===== src/fb_frame_pkg.sv =====
/*
  sample-frame constants for the square-wave demodulator.
  one frame of FRAME_LEN accepted samples gives one error value
*/
`default_nettype none

package fb_frame_pkg;

	localparam int SAMPLE_W  = 16;             // signed detector sample
	localparam int FRAME_LEN = 16;             // samples per frame
	localparam int HALF_LEN  = FRAME_LEN / 2;  // first half adds
	localparam int CNT_W     = $clog2(FRAME_LEN);

	// the sample counter must hold FRAME_LEN - 1
	// and the frame must split evenly into two halves

endpackage

`default_nettype wire


===== src/fb_ctrl_pkg.sv =====
/*
  loop-control constants shared by the feedback step generator,
  the phase ramp and the top level. mode codes, word widths, gain default
*/
`default_nettype none

package fb_ctrl_pkg;

	// ~~~~~~~~~~~~~~~~~~~~~~~~~~~~~~
	// word widths
	// ~~~~~~~~~~~~~~~~~~~~~~~~~~~~~~
	localparam int DATA_W = 32;  // error, step and phase words
	localparam int GAIN_W = 5;   // right shift of 0 to 31
	localparam int MODE_W = 2;

	// ~~~~~~~~~~~~~~~~~~~~~~~~~~~~~~
	// gain
	// ~~~~~~~~~~~~~~~~~~~~~~~~~~~~~~
	// integrator is divided by 2^gain before it becomes the step
	localparam logic [GAIN_W-1:0] GAIN_DEFAULT = 5'd5;

	// ~~~~~~~~~~~~~~~~~~~~~~~~~~~~~~
	// feedback modes
	// ~~~~~~~~~~~~~~~~~~~~~~~~~~~~~~
	localparam logic [MODE_W-1:0] FB_OFF   = 2'd0;  // step held at zero
	localparam logic [MODE_W-1:0] FB_INTEG = 2'd1;  // integrate and scale
	localparam logic [MODE_W-1:0] FB_CONST = 2'd2;  // external constant step
	// code 3 is reserved and acts like FB_OFF

endpackage

`default_nettype wire

===== src/fb_loop_top.sv =====
/*
  top level of the phase feedback loop back end.
  samples in over valid/ready, step and ramp phase out every cycle
*/
`default_nettype none

module fb_loop_top (
	input  logic                                     i_clk,
	input  logic                                     i_rst_n,
	input  logic                                     i_smp_valid,
	input  logic signed [fb_frame_pkg::SAMPLE_W-1:0] i_smp_data,
	output logic                                     o_smp_ready,
	input  logic        [fb_ctrl_pkg::MODE_W-1:0]    i_mode,
	input  logic        [fb_ctrl_pkg::GAIN_W-1:0]    i_gain_sel,
	input  logic signed [fb_ctrl_pkg::DATA_W-1:0]    i_const_step,
	output logic signed [fb_ctrl_pkg::DATA_W-1:0]    o_step,
	output logic        [fb_ctrl_pkg::DATA_W-1:0]    o_phase
);
	import fb_ctrl_pkg::*;

	logic                     smp_acc;
	logic signed [DATA_W-1:0] err;
	logic                     trig;
	logic                     trig_dly;

	err_demod err_demod_inst (
		.i_clk       (i_clk),
		.i_rst_n     (i_rst_n),
		.i_smp_valid (i_smp_valid),
		.i_smp_data  (i_smp_data),
		.o_smp_ready (o_smp_ready),
		.o_smp_acc   (smp_acc),
		.o_err       (err),
		.o_trig      (trig),
		.o_trig_dly  (trig_dly)
	);

	feedback_step_gen feedback_step_gen_inst (
		.i_clk        (i_clk),
		.i_rst_n      (i_rst_n),
		.i_trig       (trig),
		.i_trig_dly   (trig_dly),
		.i_err        (err),
		.i_gain_sel   (i_gain_sel),
		.i_mode       (i_mode),
		.i_const_step (i_const_step),
		.o_step       (o_step)      // also drives the ramp
	);

	phase_ramp phase_ramp_inst (
		.i_clk     (i_clk),
		.i_rst_n   (i_rst_n),
		.i_smp_acc (smp_acc),
		.i_step    (o_step),
		.o_phase   (o_phase)
	);

endmodule

`default_nettype wire


===== src/phase_ramp.sv =====
/*
  phase ramp accumulator. adds the current step once per accepted
  sample and wraps modulo 2^DATA_W, giving a sawtooth whose slope
  is the feedback value
*/
`default_nettype none

module phase_ramp (
	input  logic                                  i_clk,
	input  logic                                  i_rst_n,
	input  logic                                  i_smp_acc,
	input  logic signed [fb_ctrl_pkg::DATA_W-1:0] i_step,
	output logic        [fb_ctrl_pkg::DATA_W-1:0] o_phase
);
	import fb_ctrl_pkg::*;

	logic [DATA_W-1:0] r_phase;
	logic [DATA_W-1:0] phase_next;

	// two's complement add, so a negative step ramps down
	assign phase_next = r_phase + DATA_W'(i_step);

	always_ff @(posedge i_clk or negedge i_rst_n) begin
		if (!i_rst_n)
			r_phase <= '0;
		else if (i_smp_acc)
			r_phase <= phase_next;  // carry out is dropped
	end

	assign o_phase = r_phase;

endmodule

`default_nettype wire


===== src/feedback_step_gen.sv =====
/*
  feedback step generator. INTEG integrates the frame error and scales
  it by an arithmetic right shift, CONST loads an external step and OFF
  holds the step at zero. controls are sampled every cycle
*/
`default_nettype none

module feedback_step_gen (
	input  logic                                  i_clk,
	input  logic                                  i_rst_n,
	input  logic                                  i_trig,
	input  logic                                  i_trig_dly,
	input  logic signed [fb_ctrl_pkg::DATA_W-1:0] i_err,
	input  logic        [fb_ctrl_pkg::GAIN_W-1:0] i_gain_sel,
	input  logic        [fb_ctrl_pkg::MODE_W-1:0] i_mode,
	input  logic signed [fb_ctrl_pkg::DATA_W-1:0] i_const_step,
	output logic signed [fb_ctrl_pkg::DATA_W-1:0] o_step
);
	import fb_ctrl_pkg::*;

	logic signed [DATA_W-1:0] r_err;
	logic signed [DATA_W-1:0] r_const;
	logic        [MODE_W-1:0] r_mode;
	logic        [GAIN_W-1:0] r_gain;
	logic signed [DATA_W-1:0] r_integ;  // running sum of frame errors

	// ~~~~~~~~~~~~~~~~~~~~~~~~~~~~~~
	// input registers
	// ~~~~~~~~~~~~~~~~~~~~~~~~~~~~~~
	always_ff @(posedge i_clk or negedge i_rst_n) begin
		if (!i_rst_n) begin
			r_mode <= FB_OFF;
			r_gain <= GAIN_DEFAULT;
		end else begin
			r_mode <= i_mode;
			r_gain <= i_gain_sel;
		end
	end

	always_ff @(posedge i_clk) begin
		r_err   <= i_err;         // settled one cycle before trig
		r_const <= i_const_step;
	end

	// ~~~~~~~~~~~~~~~~~~~~~~~~~~~~~~
	// integrator and step
	// ~~~~~~~~~~~~~~~~~~~~~~~~~~~~~~
	always_ff @(posedge i_clk or negedge i_rst_n) begin
		if (!i_rst_n) begin
			r_integ <= '0;
			o_step  <= '0;
		end else begin
			case (r_mode)
				FB_INTEG: begin
					if (i_trig)
						r_integ <= r_integ + r_err;
					else if (i_trig_dly)
						o_step <= r_integ >>> r_gain;  // keeps the sign
				end
				FB_CONST: begin
					if (i_trig)
						o_step <= r_const;  // integrator left as it was
				end
				default: begin  // OFF and the reserved code
					r_integ <= '0;
					o_step  <= '0;
				end
			endcase
		end
	end

	// trig_dly comes from the demodulator's trigger chain
	a_dly_after_trig: assert property (@(posedge i_clk) disable iff (!i_rst_n)
		i_trig_dly |-> $past(i_trig))
		else $error("trig_dly without a preceding trig");

endmodule

`default_nettype wire


===== src/err_demod.sv =====
/*
  square-wave demodulator. accepted samples of the first half of a frame
  are added and those of the second half subtracted. at frame end the sum
  goes to o_err, then trig and trig_dly pulse while input ready is low
*/
`default_nettype none

module err_demod (
	input  logic                                     i_clk,
	input  logic                                     i_rst_n,
	input  logic                                     i_smp_valid,
	input  logic signed [fb_frame_pkg::SAMPLE_W-1:0] i_smp_data,
	output logic                                     o_smp_ready,
	output logic                                     o_smp_acc,
	output logic signed [fb_ctrl_pkg::DATA_W-1:0]    o_err,
	output logic                                     o_trig,
	output logic                                     o_trig_dly
);
	import fb_frame_pkg::*;
	import fb_ctrl_pkg::*;

	logic                     smp_acc;     // sample handshake this cycle
	logic                     frame_last;  // counter sits on last sample
	logic signed [DATA_W-1:0] smp_ext;
	logic signed [DATA_W-1:0] sum_next;
	logic [CNT_W-1:0]         r_cnt;
	logic signed [DATA_W-1:0] r_sum;
	logic                     r_err_vld;   // o_err holds a fresh frame

	assign smp_acc    = i_smp_valid && o_smp_ready;
	assign frame_last = (r_cnt == CNT_W'(FRAME_LEN - 1));
	assign smp_ext    = {{(DATA_W - SAMPLE_W){i_smp_data[SAMPLE_W-1]}}, i_smp_data};

	// square-wave reference is +1 then -1
	assign sum_next = (r_cnt < CNT_W'(HALF_LEN)) ? r_sum + smp_ext : r_sum - smp_ext;

	// ~~~~~~~~~~~~~~~~~~~~~~~~~~~~~~
	// frame counter, sum, trigger chain
	// ~~~~~~~~~~~~~~~~~~~~~~~~~~~~~~
	always_ff @(posedge i_clk or negedge i_rst_n) begin
		if (!i_rst_n) begin
			r_cnt       <= '0;
			r_sum       <= '0;
			o_smp_ready <= 1'b0;
			o_smp_acc   <= 1'b0;
			r_err_vld   <= 1'b0;
			o_trig      <= 1'b0;
			o_trig_dly  <= 1'b0;
		end else begin
			o_smp_acc  <= smp_acc;
			r_err_vld  <= smp_acc && frame_last;
			o_trig     <= r_err_vld;   // one cycle for the step gen to register o_err
			o_trig_dly <= o_trig;
			// low for the three cycles after the last sample
			o_smp_ready <= !((smp_acc && frame_last) || r_err_vld || o_trig);
			if (smp_acc) begin
				if (frame_last) begin
					r_cnt <= '0;
					r_sum <= '0;   // next frame starts clean
				end else begin
					r_cnt <= r_cnt + 1'b1;
					r_sum <= sum_next;
				end
			end
		end
	end

	always_ff @(posedge i_clk) begin
		if (smp_acc && frame_last)
			o_err <= sum_next;  // includes the last sample
	end

	// ~~~~~~~~~~~~~~~~~~~~~~~~~~~~~~
	// checks
	// ~~~~~~~~~~~~~~~~~~~~~~~~~~~~~~
	a_trig_apart: assert property (@(posedge i_clk) disable iff (!i_rst_n)
		!(o_trig && o_trig_dly))
		else $error("trig and trig_dly high together");

	a_no_acc_in_update: assert property (@(posedge i_clk) disable iff (!i_rst_n)
		(o_trig || o_trig_dly) |-> !smp_acc)
		else $error("sample accepted during step update");

endmodule

`default_nettype wire


===== config.mk =====
export PLATFORM = sky130hd
export DESIGN_NAME = fb_loop_top
export DESIGN_NICKNAME = d
export VERILOG_FILES = /design/src/fb_frame_pkg.sv /design/src/fb_ctrl_pkg.sv /design/src/fb_loop_top.sv /design/src/phase_ramp.sv /design/src/feedback_step_gen.sv /design/src/err_demod.sv
export SDC_FILE = /design/constraint.sdc
export NUM_CORES = 1
export LEC_CHECK = 0
export BUFFER_PORTS_ARGS = -buffer_cell sky130_fd_sc_hd__buf_2
export CAP_MARGIN = 5
export CELL_PAD_IN_SITES_DETAIL_PLACEMENT = 1
export CELL_PAD_IN_SITES_GLOBAL_PLACEMENT = 1
export CORE_MARGIN = 3
export CORE_UTILIZATION = 43
export CTS_CLUSTER_SIZE = 25
export DETAILED_ROUTE_END_ITERATION = 10
export MAX_ROUTING_LAYER = met4
export PLACE_DENSITY_LB_ADDON = 0.1
export SYNTH_ARGS = -nofsm -noshare
export SYNTH_HDL_FRONTEND = slang
export SYNTH_SLANG_ARGS = --single-unit

===== constraint.sdc =====
create_clock -name i_clk -period 3.4 [get_ports i_clk]
set_input_delay 0 -clock i_clk [delete_from_list [all_inputs] [get_ports i_clk]]
set_output_delay 0 -clock i_clk [all_outputs]
set_load 0.01 [all_outputs]

Word-level counts from Yosys, hierarchy flattened. Index checks and enable logic that the tools add are counted.

Bits in registers: 240. Bits of input ports: 58. Output and inout port bits: 65. Logic and storage cells: 46.

$add $sub $neg: 5. $lt $le $gt $ge: 1. Equality and inequality tests: 7. Shifts and indexed selects: 1. Muxes and demuxes: 9. Bitwise operators: 1. Reduce and logical (&&, ||, !) cells: 7.

Operator list (number): 2-to-1 mux 32 bit (6); one-hot mux 32 bit (2 select lines) (2); adder 32 bit (2); adder 32 x 16 -> 32 bit (1); >>> shifter 32 x 5 -> 32 bit (1); subtractor 32 x 16 -> 32 bit (1); != test 2 bit, second input constant (4); adder 4 x 1 -> 4 bit, second input constant (1); equality test 4 bit, second input constant (1); less-than comparator 4 bit, second input constant (1); 2-to-1 mux 4 bit (1); AND reduction 3 bit (1); equality test 2 x 1 -> 1 bit, second input constant (1); equality test 2 bit, second input constant (1); logical AND 1 bit (2); logical OR 1 bit (2); AND reduction 2 bit (1); zero test 1 bit (1); NOT 1 bit (1).

Logic depth before layout (Yosys ltp). Gate-level depths: netlist of run 1.

Depth in word-level cells: 5. Mapped depth: 16. Depth with buffers taken out: 15.

Modules after synthesis. From an unflattened synthesis of run 1, not the netlist that was laid out.

Cells, all modules: 1588. Area total of the unflattened synthesis: 15019.4 um^2.

Modules (own cells, without submodules): feedback_step_gen (times used 1, cells each 777, area an instance 7234.4 um^2, seq. area each 3060.4 um^2); err_demod (times used 1, cells each 486, area an instance 4817.1 um^2, seq. area each 1986.9 um^2); phase_ramp (times used 1, cells each 325, area an instance 2967.8 um^2, seq. area each 800.8 um^2).

Worst setup path before layout of run 1. OpenSTA, ideal clock, no wires.

Path type: input to register. Start: in i_smp_data[0] in the netlist's numbering. End: reg err_demod_inst.r_sum[27]. Library setup time: 120 ps. Arrival: 3129 ps. Required time: 3280 ps. Slack: 151 ps. Stages on the path: 15. Buffers on the path: 1. Path through: inv_1 > ha_1 > nor3b_1 > nor4b_1 > a211oi_1 > a21oi_1 > ha_1 > clkbuf_1 > a21o_1 > a221oi_1 > nand3_1 > a21oi_1 > o31ai_1 > xor2_1 > a31o_2.

Longest elaborated chain between the ends: 3.

RTL lines: start, declared (line fb_loop_top.sv:11) `input logic signed [fb_frame_pkg::SAMPLE_W-1:0] i_smp_data,`; subtractor 32 x 16 -> 32 bit or adder 32 x 16 -> 32 bit (tied branches) (line err_demod.sv:35) `assign sum_next = (r_cnt < CNT_W'(HALF_LEN)) ? r_sum + smp_ext : r_sum - smp_ext;`; 2-to-1 mux 32 bit * (line err_demod.sv:35); via err_demod_inst.sum_next[27] (line err_demod.sv:25) `logic signed [DATA_W-1:0] sum_next;`; 2-to-1 mux 32 bit * (line err_demod.sv:57) `if (frame_last) begin`; end signal, assigned (line err_demod.sv:62) `r_sum <= sum_next;`; end, declared (line err_demod.sv:27) `logic signed [DATA_W-1:0] r_sum;`.

The timed path passes the listed nets; every way through them passes the cells marked *. A chain may end at the register's enable or synchronous reset.

Final worst setup path of run 1.
Start: reg err_demod_inst.r_cnt[3]. End: reg err_demod_inst.r_sum[15].

Longest elaborated chain between the ends: 3.

RTL lines: start, declared (line err_demod.sv:26) `logic [CNT_W-1:0] r_cnt;`; start signal, assigned (line err_demod.sv:61) `r_cnt <= r_cnt + 1'b1;`; less-than comparator 4 bit (line err_demod.sv:35); 2-to-1 mux 32 bit (line err_demod.sv:35); via err_demod_inst.sum_next[15] (line err_demod.sv:25); 2-to-1 mux 32 bit (line err_demod.sv:57).

The timed path passes the listed nets, and every way through them passes these cells.

==> results by group, run 1 <==
Status
  – Status: finished clean

Timing
  – Setup violations, final: 0
  – Slew Limit Fails: 0
  – FMAX: 0.3078 GHz
  – Clock skew: 0.01420 ns
  – Setup TNS: 0 ns
  – Measured slew at the worst slew-check pin: 0.9395 ns
  – Final worst-path cycle share: 0.9556
  – Slew HR: 0.3736
  – Final hold violations: 0
  – RSZ-0062 raised after global routing: false
  – Min cycle time layout: 3.249 ns

Pwr
  – Final total power: 0.01510 W
  – Peak supply drop: 0.0006258 V
  – Pleak: 8.011 nW
  – PD cells: 845.8 mW/mm2

Floorplanning
  – Starting Density: 0.4399
  – Die Y-Extent: 191.9 um
  – Num rows: 67
  – Full die area: 0.03683 mm2
  – # IOs: 123
  – Area of the core: 0.03378 mm2
  – Die span in x: 191.9 um

Worst setup path
  – Reg2reg start: err_demod_inst.r_cnt[3]
  – Critical Path AT: 3.69 ns
  – Startpoint Class: register
  – Register-to-Register Path Depth: 15
  – Most used cell, CP: buf_4
  – CP Data Required Time: 3.84 ns
  – CP Buf/Inv Count: 4
  – CP max stage delay: 0.44 ns
  – Worst r2r dst: err_demod_inst.r_sum[15]
  – Crit-path cells: buf_4, nor2_1, xnor2_1, ha_1, buf_4, o21a_1, o31a_1, o21a_1, a31oi_1, buf_4, o21ai_1, a31oi_1, xnor2_1, buf_4, a31o_2
  – Slowest cell on crit path: dfrtp_2
  – Worst Path Max Fanout: 6
  – Endpoint type of the worst setup path: register
  – R2R setup slack: 0.15 ns
  – CP Class: register to register
  – Family with the most delay on the worst path: compound AO/OA/AOI/OAI gates

Cells and area
  – Post-Layout Cell Count: 2243
  – Fillers: 3870
  – Layout cells sized above 1: 0.1961
  – # diodes: 0
  – Most frequent cells in the layout: 185 x nand2_1, 141 x dfrtp_1, 140 x o21ai_0
  – Net count, final: 1932
  – Design area: 0.01785 mm2
  – Commonest non-fill, non-tap cell in the layout: nand2_1
  – Layout area overhead: 20.11%

Clock tree
  – CTS root buf: clkbuf_16
  – H-tree Lvls: 1
  – Clock sinks: 240
  – Clock transition at path regs: 0.06 ns
  – Clk_lat worst skew: 0.56 ns
  – CTS tree: done
  – Deepest clock path buffer count: 3
  – Num CTS Buffers: 29

Routing
  – WL/cell: 21.02 um
  – DRT Wirelength: 47160 um
  – Post-route ant nets: 0
  – Vias: 12990
  – Via density: 5.790
  – DRT Pass-1 Iters: 7
  – 1st-iter DRT viols: 684
  – Drt drc: 0

Placement
  – Cells after DPL: 2146
  – GPL Wtd Cong: 0.9331
  – DPL Wire Length: 35070 um
  – Port-buffer cells: 122
  – Placed instance area: 0.01641 mm2

Logic synthesis
  – Syn Area/Cell: 9.483 um2
  – FF+latch count, synth: 240
  – YS warnings: 0
  – Post-synthesis cell count: 1567
  – Unique masters post-synth: 84
  – Post-Syn Nets: 1726
  – Post-synthesis async set-or-reset flop share: 0.6000
  – Synth Cell Area: 0.01486 mm2
  – Sequential share of the synthesized area: 0.3935
  – Top FF cell, synth: dfrtp_1
  – Post-synth EDFFs: 32

Global route
  – Overflow after GRT: 0
  – Antenna violations before repair: 0
  – Vias in the first global route: 13360
  – Global-route wire length before repair: 74640 um
  – Global Route Usage Sum: 0.2604
  – Pin count of the biggest net entering global routing: 89

Min path
  – Hold WC Path Type: primary input to asynchronous set/reset pin

Job
  – Max-cap viol count: 0
[cells by family (layout without fill, tap and decap cells)]
family,count (synthesis),after routing,share of synthesized area
compound gates,528,528,0.2331
xor+xnor,88,88,0.05187
fa+ha+maj,101,101,0.08655
buf+inv,124,352,0.03258
flops,240,240,0.3935
mux,85,85,0.07906
simple gates,401,401,0.1233
[layout make-up]
class | instances | area (um2) | share of cell area
sequential | 240 | 5849 | 0.3277
timing repair buffer | 258 | 1755 | 0.09835
tap | 448 | 560.5 | 0.03140
clock inverter | 20 | 232.7 | 0.01304
clock buffer | 33 | 750.7 | 0.04206
inverter | 41 | 153.9 | 0.008622
multi-input combinational | 1203 | 8547 | 0.4788
[how the worst max path moves through the flow]
stage	cells after the start	startpoint	slack (ns)	end
2_1_floorplan	15	i_smp_data[0]	0.15	err_demod_inst.r_sum[27]
4_1_cts	14	err_demod_inst.r_cnt[3]	0.14	err_demod_inst.r_sum[28]
3_5_place_dp	18	i_smp_data[1]	-0.15	err_demod_inst.r_sum[25]
3_3_place_gp	18	i_smp_data[1]	0.03	err_demod_inst.r_sum[27]
5_1_grt	14	err_demod_inst.r_cnt[3]	0.02	err_demod_inst.r_sum[27]
6_report	15	err_demod_inst.r_cnt[3]	0.15	err_demod_inst.r_sum[15]
[where the power goes]
group	leakage (nW)	switching, W	internal (W)
clock	0.470	0.00131	0.00190
sequential	2.66	0.000475	0.00369
combinational	4.89	0.00433	0.00340
total	8.01	0.00611	0.00899
[synth_stat cells (36+ instances only)]
cell type  instances  area share
ha_1              98       0.083
dfrtp_1          142        0.24
a21oi_1          122       0.041
nor2_1            78       0.020
a21o_1            49       0.025
dfxtp_1           64       0.086
xnor2_1           60       0.035
nand2_1          185       0.047
clkbuf_1          66       0.017
inv_1             36      0.0091
o21ai_0          140       0.047
[registers in the layout (all words and copies together) (netlist names)]
signal	cells
feedback_step_gen_inst.r_err	32
feedback_step_gen_inst.o_step	32
err_demod_inst.o_trig_dly	1
err_demod_inst.r_sum	32
err_demod_inst.o_smp_ready	1
phase_ramp_inst.o_phase	32
err_demod_inst.o_err	32
feedback_step_gen_inst.r_integ	32
err_demod_inst.r_err_vld	1
err_demod_inst.r_cnt	4
feedback_step_gen_inst.r_gain	5
err_demod_inst.o_smp_acc	1
feedback_step_gen_inst.r_const	32
err_demod_inst.o_trig	1
feedback_step_gen_inst.r_mode	2
[metal layers]
layer / vias up / routed length, um / GRT usage
li1: 6209 / - / -
met2: 220 / 21870 / 0.4124
met4: 0 / 917 / 0.05052
met1: 6501 / 22830 / 0.3671
met5: - / 0 / -
met3: 57 / 1535 / 0.02537
[metrics by stage]
step	util	worst slack (ns)	hold slack (ns)
3_3_place_gp	0.4858	0.03094	0.1038
2_1_floorplan	-	0.1507	-0.2956
4_1_cts	0.5274	0.1411	0.05393
5_1_grt	0.5284	0.01637	0.07576
3_5_place_dp	0.4858	-0.1498	0.1050
6_report	0.5284	0.1508	0.06759
[timing repair]
action | 4_1_cts | 5_1_grt
gates resized for setup | 0 | 5
buffers inserted | 0 | 2
hold buffers | 42 | 0
setup endpoints to repair | 0 | 15
hold endpoints to repair | 127 | 0
Note: power is estimated with default switching activity, not from simulation.
==> run 2, diff against run 1 <==
CORE_ASPECT_RATIO = 0.6   (was not set)
PLACE_DENSITY = 0.77   (was not set)
PLACE_DENSITY_LB_ADDON = not set   (was 0.1)
==> results by group, run 2 (synthesis results as in run 1) <==
Cells and area
  – Post-Layout Cell Count: 2234 (was 2243)
  – Layout area overhead: 19.26% (was 20.11%)
  – Fillers: 3887 (was 3870)
  – Seq. cell area: 0.005849 mm2 (unchanged)
  – Most frequent cells in the layout: 185 x nand2_1, 141 x dfrtp_1, 139 x o21ai_0 (was 185 x nand2_1, 141 x dfrtp_1, 140 x o21ai_0)
  – Final Util: 0.5228 (was 0.5284)
  – Layout cells sized above 1: 0.1932 (was 0.1961)
  – Multi-input gate area: 0.008623 mm2 (was 0.008547 mm2)
  – Net count, final: 1916 (was 1932)
  – # diodes: 0 (unchanged)
  – Commonest non-fill, non-tap cell in the layout: nand2_1 (unchanged)

Min path
  – Hold path start: i_smp_data[0]
  – Hold endpoint: err_demod_inst.o_err[0]
  – Hold WC Path Type: primary input to register (was primary input to asynchronous set/reset pin)
  – Hold path cells: 4

Routing
  – Vias: 13360 (was 12990)
  – Drt drc: 0 (unchanged)
  – Via density: 5.979 (was 5.790)
  – Post-route ant nets: 0 (unchanged)
  – DRT Wirelength: 48900 um (was 47160 um)
  – WL/cell: 21.89 um (was 21.02 um)
  – DRT Pass-1 Iters: 5 (was 7)
  – 1st-iter DRT viols: 1119 (was 684)

Floorplanning
  – Num rows: 52 (was 67)
  – # IOs: 123 (unchanged)
  – Area of the core: 0.03390 mm2 (was 0.03378 mm2)
  – Full die area: 0.03690 mm2 (was 0.03683 mm2)
  – Die span in x: 246.0 um (was 191.9 um)
  – Die Y-Extent: 150 um (was 191.9 um)
  – Starting Density: 0.4384 (was 0.4399)

Timing
  – Measured slew at the worst slew-check pin: 1.007 ns (was 0.9395 ns)
  – Min cycle time layout: 3.291 ns (was 3.249 ns)
  – Final hold violations: 0 (unchanged)
  – Clock skew: 0.01996 ns (was 0.01420 ns)
  – RSZ-0062 raised after global routing: true (was false)
  – Setup violations, final: 0 (unchanged)
  – Setup TNS: 0 ns (unchanged)
  – Slew Limit Fails: 0 (unchanged)
  – FMAX: 0.3038 GHz (was 0.3078 GHz)
  – Slew HR: 0.3288 (was 0.3736)
  – Final worst-path cycle share: 0.9681 (was 0.9556)

Clock tree
  – Num CTS Buffers: 25 (was 29)
  – H-tree Lvls: 1 (unchanged)
  – Deepest clock path buffer count: 3 (unchanged)
  – CTS tree: done (unchanged)
  – Clock transition at path regs: 0.07 ns (was 0.06 ns)
  – CTS root buf: clkbuf_16 (unchanged)
  – Clock sinks: 240 (unchanged)
  – Clk_lat worst skew: 0.54 ns (was 0.56 ns)

Worst setup path
  – Register-to-Register Path Depth: 12 (was 15)
  – Startpoint Class: register (unchanged)
  – Endpoint type of the worst setup path: register (unchanged)
  – Reg2reg start: err_demod_inst.r_cnt[3] (unchanged)
  – CP Class: register to register (unchanged)
  – CP Data Required Time: 3.68 ns (was 3.84 ns)
  – Worst r2r dst: err_demod_inst.o_err[31] (was err_demod_inst.r_sum[15])
  – Critical Path AT: 3.57 ns (was 3.69 ns)
  – Worst Path Max Fanout: 17 (was 6)
  – R2R setup slack: 0.11 ns (was 0.15 ns)

Placement
  – DPL Wire Length: 36450 um (was 35070 um)
  – Port-buffer cells: 122 (unchanged)
  – GPL Wtd Cong: 0.9508 (was 0.9331)
  – Cells after DPL: 2145 (was 2146)

Global route
  – Vias in the first global route: 13610 (was 13360)
  – Global-route wire length before repair: 77520 um (was 74640 um)
  – Antenna violations before repair: 0 (unchanged)
  – Pin count of the biggest net entering global routing: 66 (was 89)
  – Overflow after GRT: 0 (unchanged)
  – Global Route Usage Sum: 0.2706 (was 0.2604)

Pwr
  – Peak supply drop: 0.0002772 V (was 0.0006258 V)
  – PD cells: 829.9 mW/mm2 (was 845.8 mW/mm2)
  – Pleak: 7.915 nW (was 8.011 nW)

Job
  – Max-cap viol count: 0 (unchanged)

Status
  – Status: finished clean (unchanged)
==> run 2: routing by layer <==
layer,track usage,vias up,part of all wire
li1,-,6182,-
met1,0.3996,6743,0.50
met4,0.04540,0,0.016
met2,0.3834,365,0.42
met5,-,-,0
met3,0.05820,66,0.064
==> run 2: report_power, final <==
| part | total (W) | internal (W) | switching, W |
|---|---|---|---|
| combinational | 0.00764 | 0.00331 | 0.00433 |
| clock | 0.00289 | 0.00167 | 0.00122 |
| sequential | 0.00417 | 0.00369 | 0.000485 |
==> run 2: area by class of cell <==
class	count	area share
Tap cell	459	0.03241
Clock buffer	33	0.03933
Timing Repair Buffer	246	0.09496
Sequential cell	240	0.3301
Inverter	41	0.008684
Clock inverter	12	0.007978
Multi-Input combinational cell	1203	0.4866
==> run 2: repair_timing <==
action,in CTS,in global routing
setup endpoints to repair,2,22
hold buffers,41,0
resized for setup,2,20
pin swaps,0,9
hold endpoints to repair,120,0
buffers inserted,0,3
==> run 2: worst max-delay path by stage <==
stage | startpoint | to | slack, ns | cells after the start
after floorplan | i_smp_data[0] | err_demod_inst.r_sum[27] | 0.15 | 15
after global placement | i_smp_data[1] | err_demod_inst.r_sum[27] | -0.07 | 17
after detailed placement | i_smp_data[1] | err_demod_inst.o_err[31] | -0.34 | 17
after CTS | err_demod_inst.r_cnt[3] | err_demod_inst.o_err[31] | 0.03 | 12
after global routing | err_demod_inst.r_cnt[3] | err_demod_inst.r_sum[29] | -0.05 | 12
final | err_demod_inst.r_cnt[3] | err_demod_inst.o_err[31] | 0.11 | 12
==> run 2: per-stage QoR <==
step | setup slack, ns | total power, W | hold slack [ns] | cell area (um2)
3_5_place_dp | -0.3380 | 0.01154 | 0.05560 | 16350
2_1_floorplan | 0.1507 | 0.009115 | -0.2956 | 14860
5_1_grt | -0.05263 | 0.01566 | 0.06821 | 17720
6_report | 0.1086 | 0.01471 | 0.03871 | 17720
4_1_cts | 0.02745 | 0.01457 | 0.01038 | 17610
3_3_place_gp | -0.06748 | 0.01120 | 0.04102 | 16350
==> run 2: worst max-delay path: stages, from the launching register on <==
cell,delay [ns]
dfrtp_2,0.42
buf_4,0.21
buf_8,0.19
mux2_2,0.35
ha_1,0.38
nand3_1,0.14
nor3_2,0.18
o2111ai_1,0.16
nand3_1,0.22
a21o_1,0.24
mux2i_2,0.27
and2_1,0.20
xnor2_1,0.08
==> run 3, diff against run 2 <==
MAX_ROUTING_LAYER = not set   (was met4)
PLACE_DENSITY = not set   (was 0.77)
PLACE_DENSITY_LB_ADDON = 0.1   (was not set)
==> results by group, run 3 (synthesis results as in run 1) <==
Floorplanning
  – Die span in x: 246.0 um (unchanged)
  – Die Y-Extent: 150 um (unchanged)
  – # IOs: 123 (unchanged)
  – Full die area: 0.03690 mm2 (unchanged)
  – Num rows: 52 (unchanged)
  – Area of the core: 0.03390 mm2 (unchanged)
  – Starting Density: 0.4384 (unchanged)

Worst setup path
  – CP max stage delay: 0.48 ns (was 0.42 ns)
  – Worst Path Max Fanout: 3 (was 17)
  – Crit-path cells: ha_1, fa_2, a211oi_4, o21ai_2, a2111oi_4, o31ai_2, a21oi_2, o32ai_1, or4b_1, nand4_1 (was buf_4, buf_8, mux2_2, ha_1, nand3_1, nor3_2, o2111ai_1, nand3_1, a21o_1, mux2i_2, and2_1, xnor2_1)
  – CP Data Required Time: 3.88 ns (was 3.68 ns)
  – Worst path depth: 10 (was 12)
  – Startpoint Class: register (unchanged)
  – CP Buf/Inv Count: 0 (was 2)
  – Critical Path AT: 3.79 ns (was 3.57 ns)
  – Slowest cell on crit path: or4b_1 (was dfrtp_2)
  – CP Class: register to register (unchanged)
  – Family with the most delay on the worst path: compound AO/OA/AOI/OAI gates (was simple AND/OR/NAND/NOR gates)
  – Endpoint type of the worst setup path: register (unchanged)
  – Register-to-Register Path Depth: 10 (was 12)

Timing
  – Min cycle time layout: 3.315 ns (was 3.291 ns)
  – Clock skew: 0.02131 ns (was 0.01996 ns)
  – Final worst-path cycle share: 0.9749 (was 0.9681)
  – Slew Limit Fails: 0 (unchanged)
  – Measured slew at the worst slew-check pin: 0.9633 ns (was 1.007 ns)
  – Final hold violations: 0 (unchanged)
  – FMAX: 0.3017 GHz (was 0.3038 GHz)
  – Setup violations, final: 0 (unchanged)
  – Slew HR: 0.3578 (was 0.3288)
  – Setup ws final: 0.08540 ns (was 0.1086 ns)

Placement
  – Port-buffer cells: 122 (unchanged)
  – DP Worst Slack: -0.2729 ns (was -0.3380 ns)
  – Placed instance area: 0.01651 mm2 (was 0.01635 mm2)
  – DPL Wire Length: 36830 um (was 36450 um)
  – GPL Wtd Cong: 0.9328 (was 0.9508)

Clock tree
  – Clock transition at path regs: 0.06 ns (was 0.07 ns)
  – Clock sinks: 240 (unchanged)
  – H-tree Lvls: 1 (unchanged)
  – Deepest clock path buffer count: 3 (unchanged)
  – Clk_lat worst skew: 0.56 ns (was 0.54 ns)
  – Num CTS Buffers: 26 (was 25)
  – CTS tree: done (unchanged)
  – CTS root buf: clkbuf_16 (unchanged)

Pwr
  – Clk pwr share: 0.205 (was 0.197)
  – Pleak: 8.048 nW (was 7.915 nW)
  – P_int: 0.009065 W (was 0.008675 W)
  – Peak supply drop: 0.0004149 V (was 0.0002772 V)
  – PD cells: 846.4 mW/mm2 (was 829.9 mW/mm2)
  – Sw power: 0.006178 W (was 0.006032 W)
  – Switching Fraction: 0.4053 (was 0.4101)
  – Seq pwr share: 0.273 (was 0.284)
  – Combinational share of power: 0.522 (was 0.520)

Cells and area
  – Most frequent cells in the layout: 185 x nand2_1, 141 x dfrtp_1, 138 x o21ai_0 (was 185 x nand2_1, 141 x dfrtp_1, 139 x o21ai_0)
  – Layout cells sized above 1: 0.2101 (was 0.1932)
  – Net count, final: 1938 (was 1916)
  – Commonest non-fill, non-tap cell in the layout: nand2_1 (unchanged)
  – Layout area overhead: 21.18% (was 19.26%)
  – Design area: 0.01801 mm2 (was 0.01772 mm2)

Global route
  – Overflow after GRT: 0 (unchanged)
  – Global-route wire length before repair: 77640 um (was 77520 um)
  – Pin count of the biggest net entering global routing: 88 (was 66)
  – Vias in the first global route: 13440 (was 13610)
  – Global Route Usage Sum: 0.2662 (was 0.2706)
  – Antenna violations before repair: 1 (was 0)

Min path
  – Hold WC Path Type: primary input to asynchronous set/reset pin (was primary input to register)

Routing
  – 1st-iter DRT viols: 1041 (was 1119)
  – Vias: 13290 (was 13360)
  – DRT Pass-1 Iters: 5 (unchanged)
  – WL/cell: 21.91 um (was 21.89 um)
  – Drt drc: 0 (unchanged)
  – DRT Wirelength: 49500 um (was 48900 um)
  – Post-route ant nets: 0 (unchanged)
  – Via density: 5.883 (was 5.979)

Status
  – Status: finished clean (unchanged)

Job
  – Max-cap viol count: 0 (unchanged)
## run 3: timing repair
action,CTS,global route
pin swaps,0,10
hold buffers,41,0
resized for setup,2,33
endpoints found under the hold margin,124,0
buffers inserted,0,3
endpoints found under the setup margin,9,22
## run 3: area by class of cell
| type | instances | area [um2] |
|---|---|---|
| inverter | 41 | 153.9 |
| clock buffer | 34 | 733.2 |
| tap | 459 | 574.3 |
| timing repair buffer | 267 | 1837 |
| sequential | 240 | 5849 |
| multi-input combinational | 1203 | 8670 |
| clock inverter | 14 | 188.9 |
| fill | 3840 | 15890 |
| antenna | 1 | 2.502 |
## run 3: layer usage
layer | global-route usage | wire [um]
met1 | 0.4257 | 25380
met2 | 0.3789 | 20620
met3 | 0.04352 | 2940
met4 | 0.03626 | 554
met5 | 0 | 0
## run 3: through the flow
step                      hold WS [ns]  total power [W]  cells  setup TNS (ns)    util
after floorplan                -0.2956         0.009115   1567               0       -
after global placement          0.1045          0.01149   2166         -0.6580  0.4870
after detailed placement        0.1044          0.01178   2166          -2.948  0.4870
after CTS                      0.06311          0.01505   2255               0  0.5266
after global routing           0.07961          0.01628   2258        -0.04325  0.5312
final                          0.07549          0.01524   2259               0  0.5313
## run 3: power by group through the flow
stage	registers (W)	clock network [W]	logic (W)
floorplan	0.00415	0	0.00497
global placement	0.00418	0	0.00731
detailed placement	0.00420	0	0.00759
CTS	0.00416	0.00319	0.00771
global route	0.00423	0.00332	0.00874
finish	0.00416	0.00312	0.00796
## run 3: worst paths after layout
check                                             startpoint                            endpoint  slack, ns
setup / recovery           feedback_step_gen_inst.r_integ[0]  feedback_step_gen_inst.r_integ[30]       0.09
hold / removal                                       i_rst_n             err_demod_inst.r_sum[3]       0.08
setup reg to reg           feedback_step_gen_inst.r_integ[0]  feedback_step_gen_inst.r_integ[30]       0.09
hold reg to reg                      err_demod_inst.o_err[9]     feedback_step_gen_inst.r_err[9]       0.34
max in group asynchronous                            i_rst_n   feedback_step_gen_inst.o_step[17]       2.39
min in group i_clk                             i_gain_sel[3]    feedback_step_gen_inst.r_gain[3]       0.09
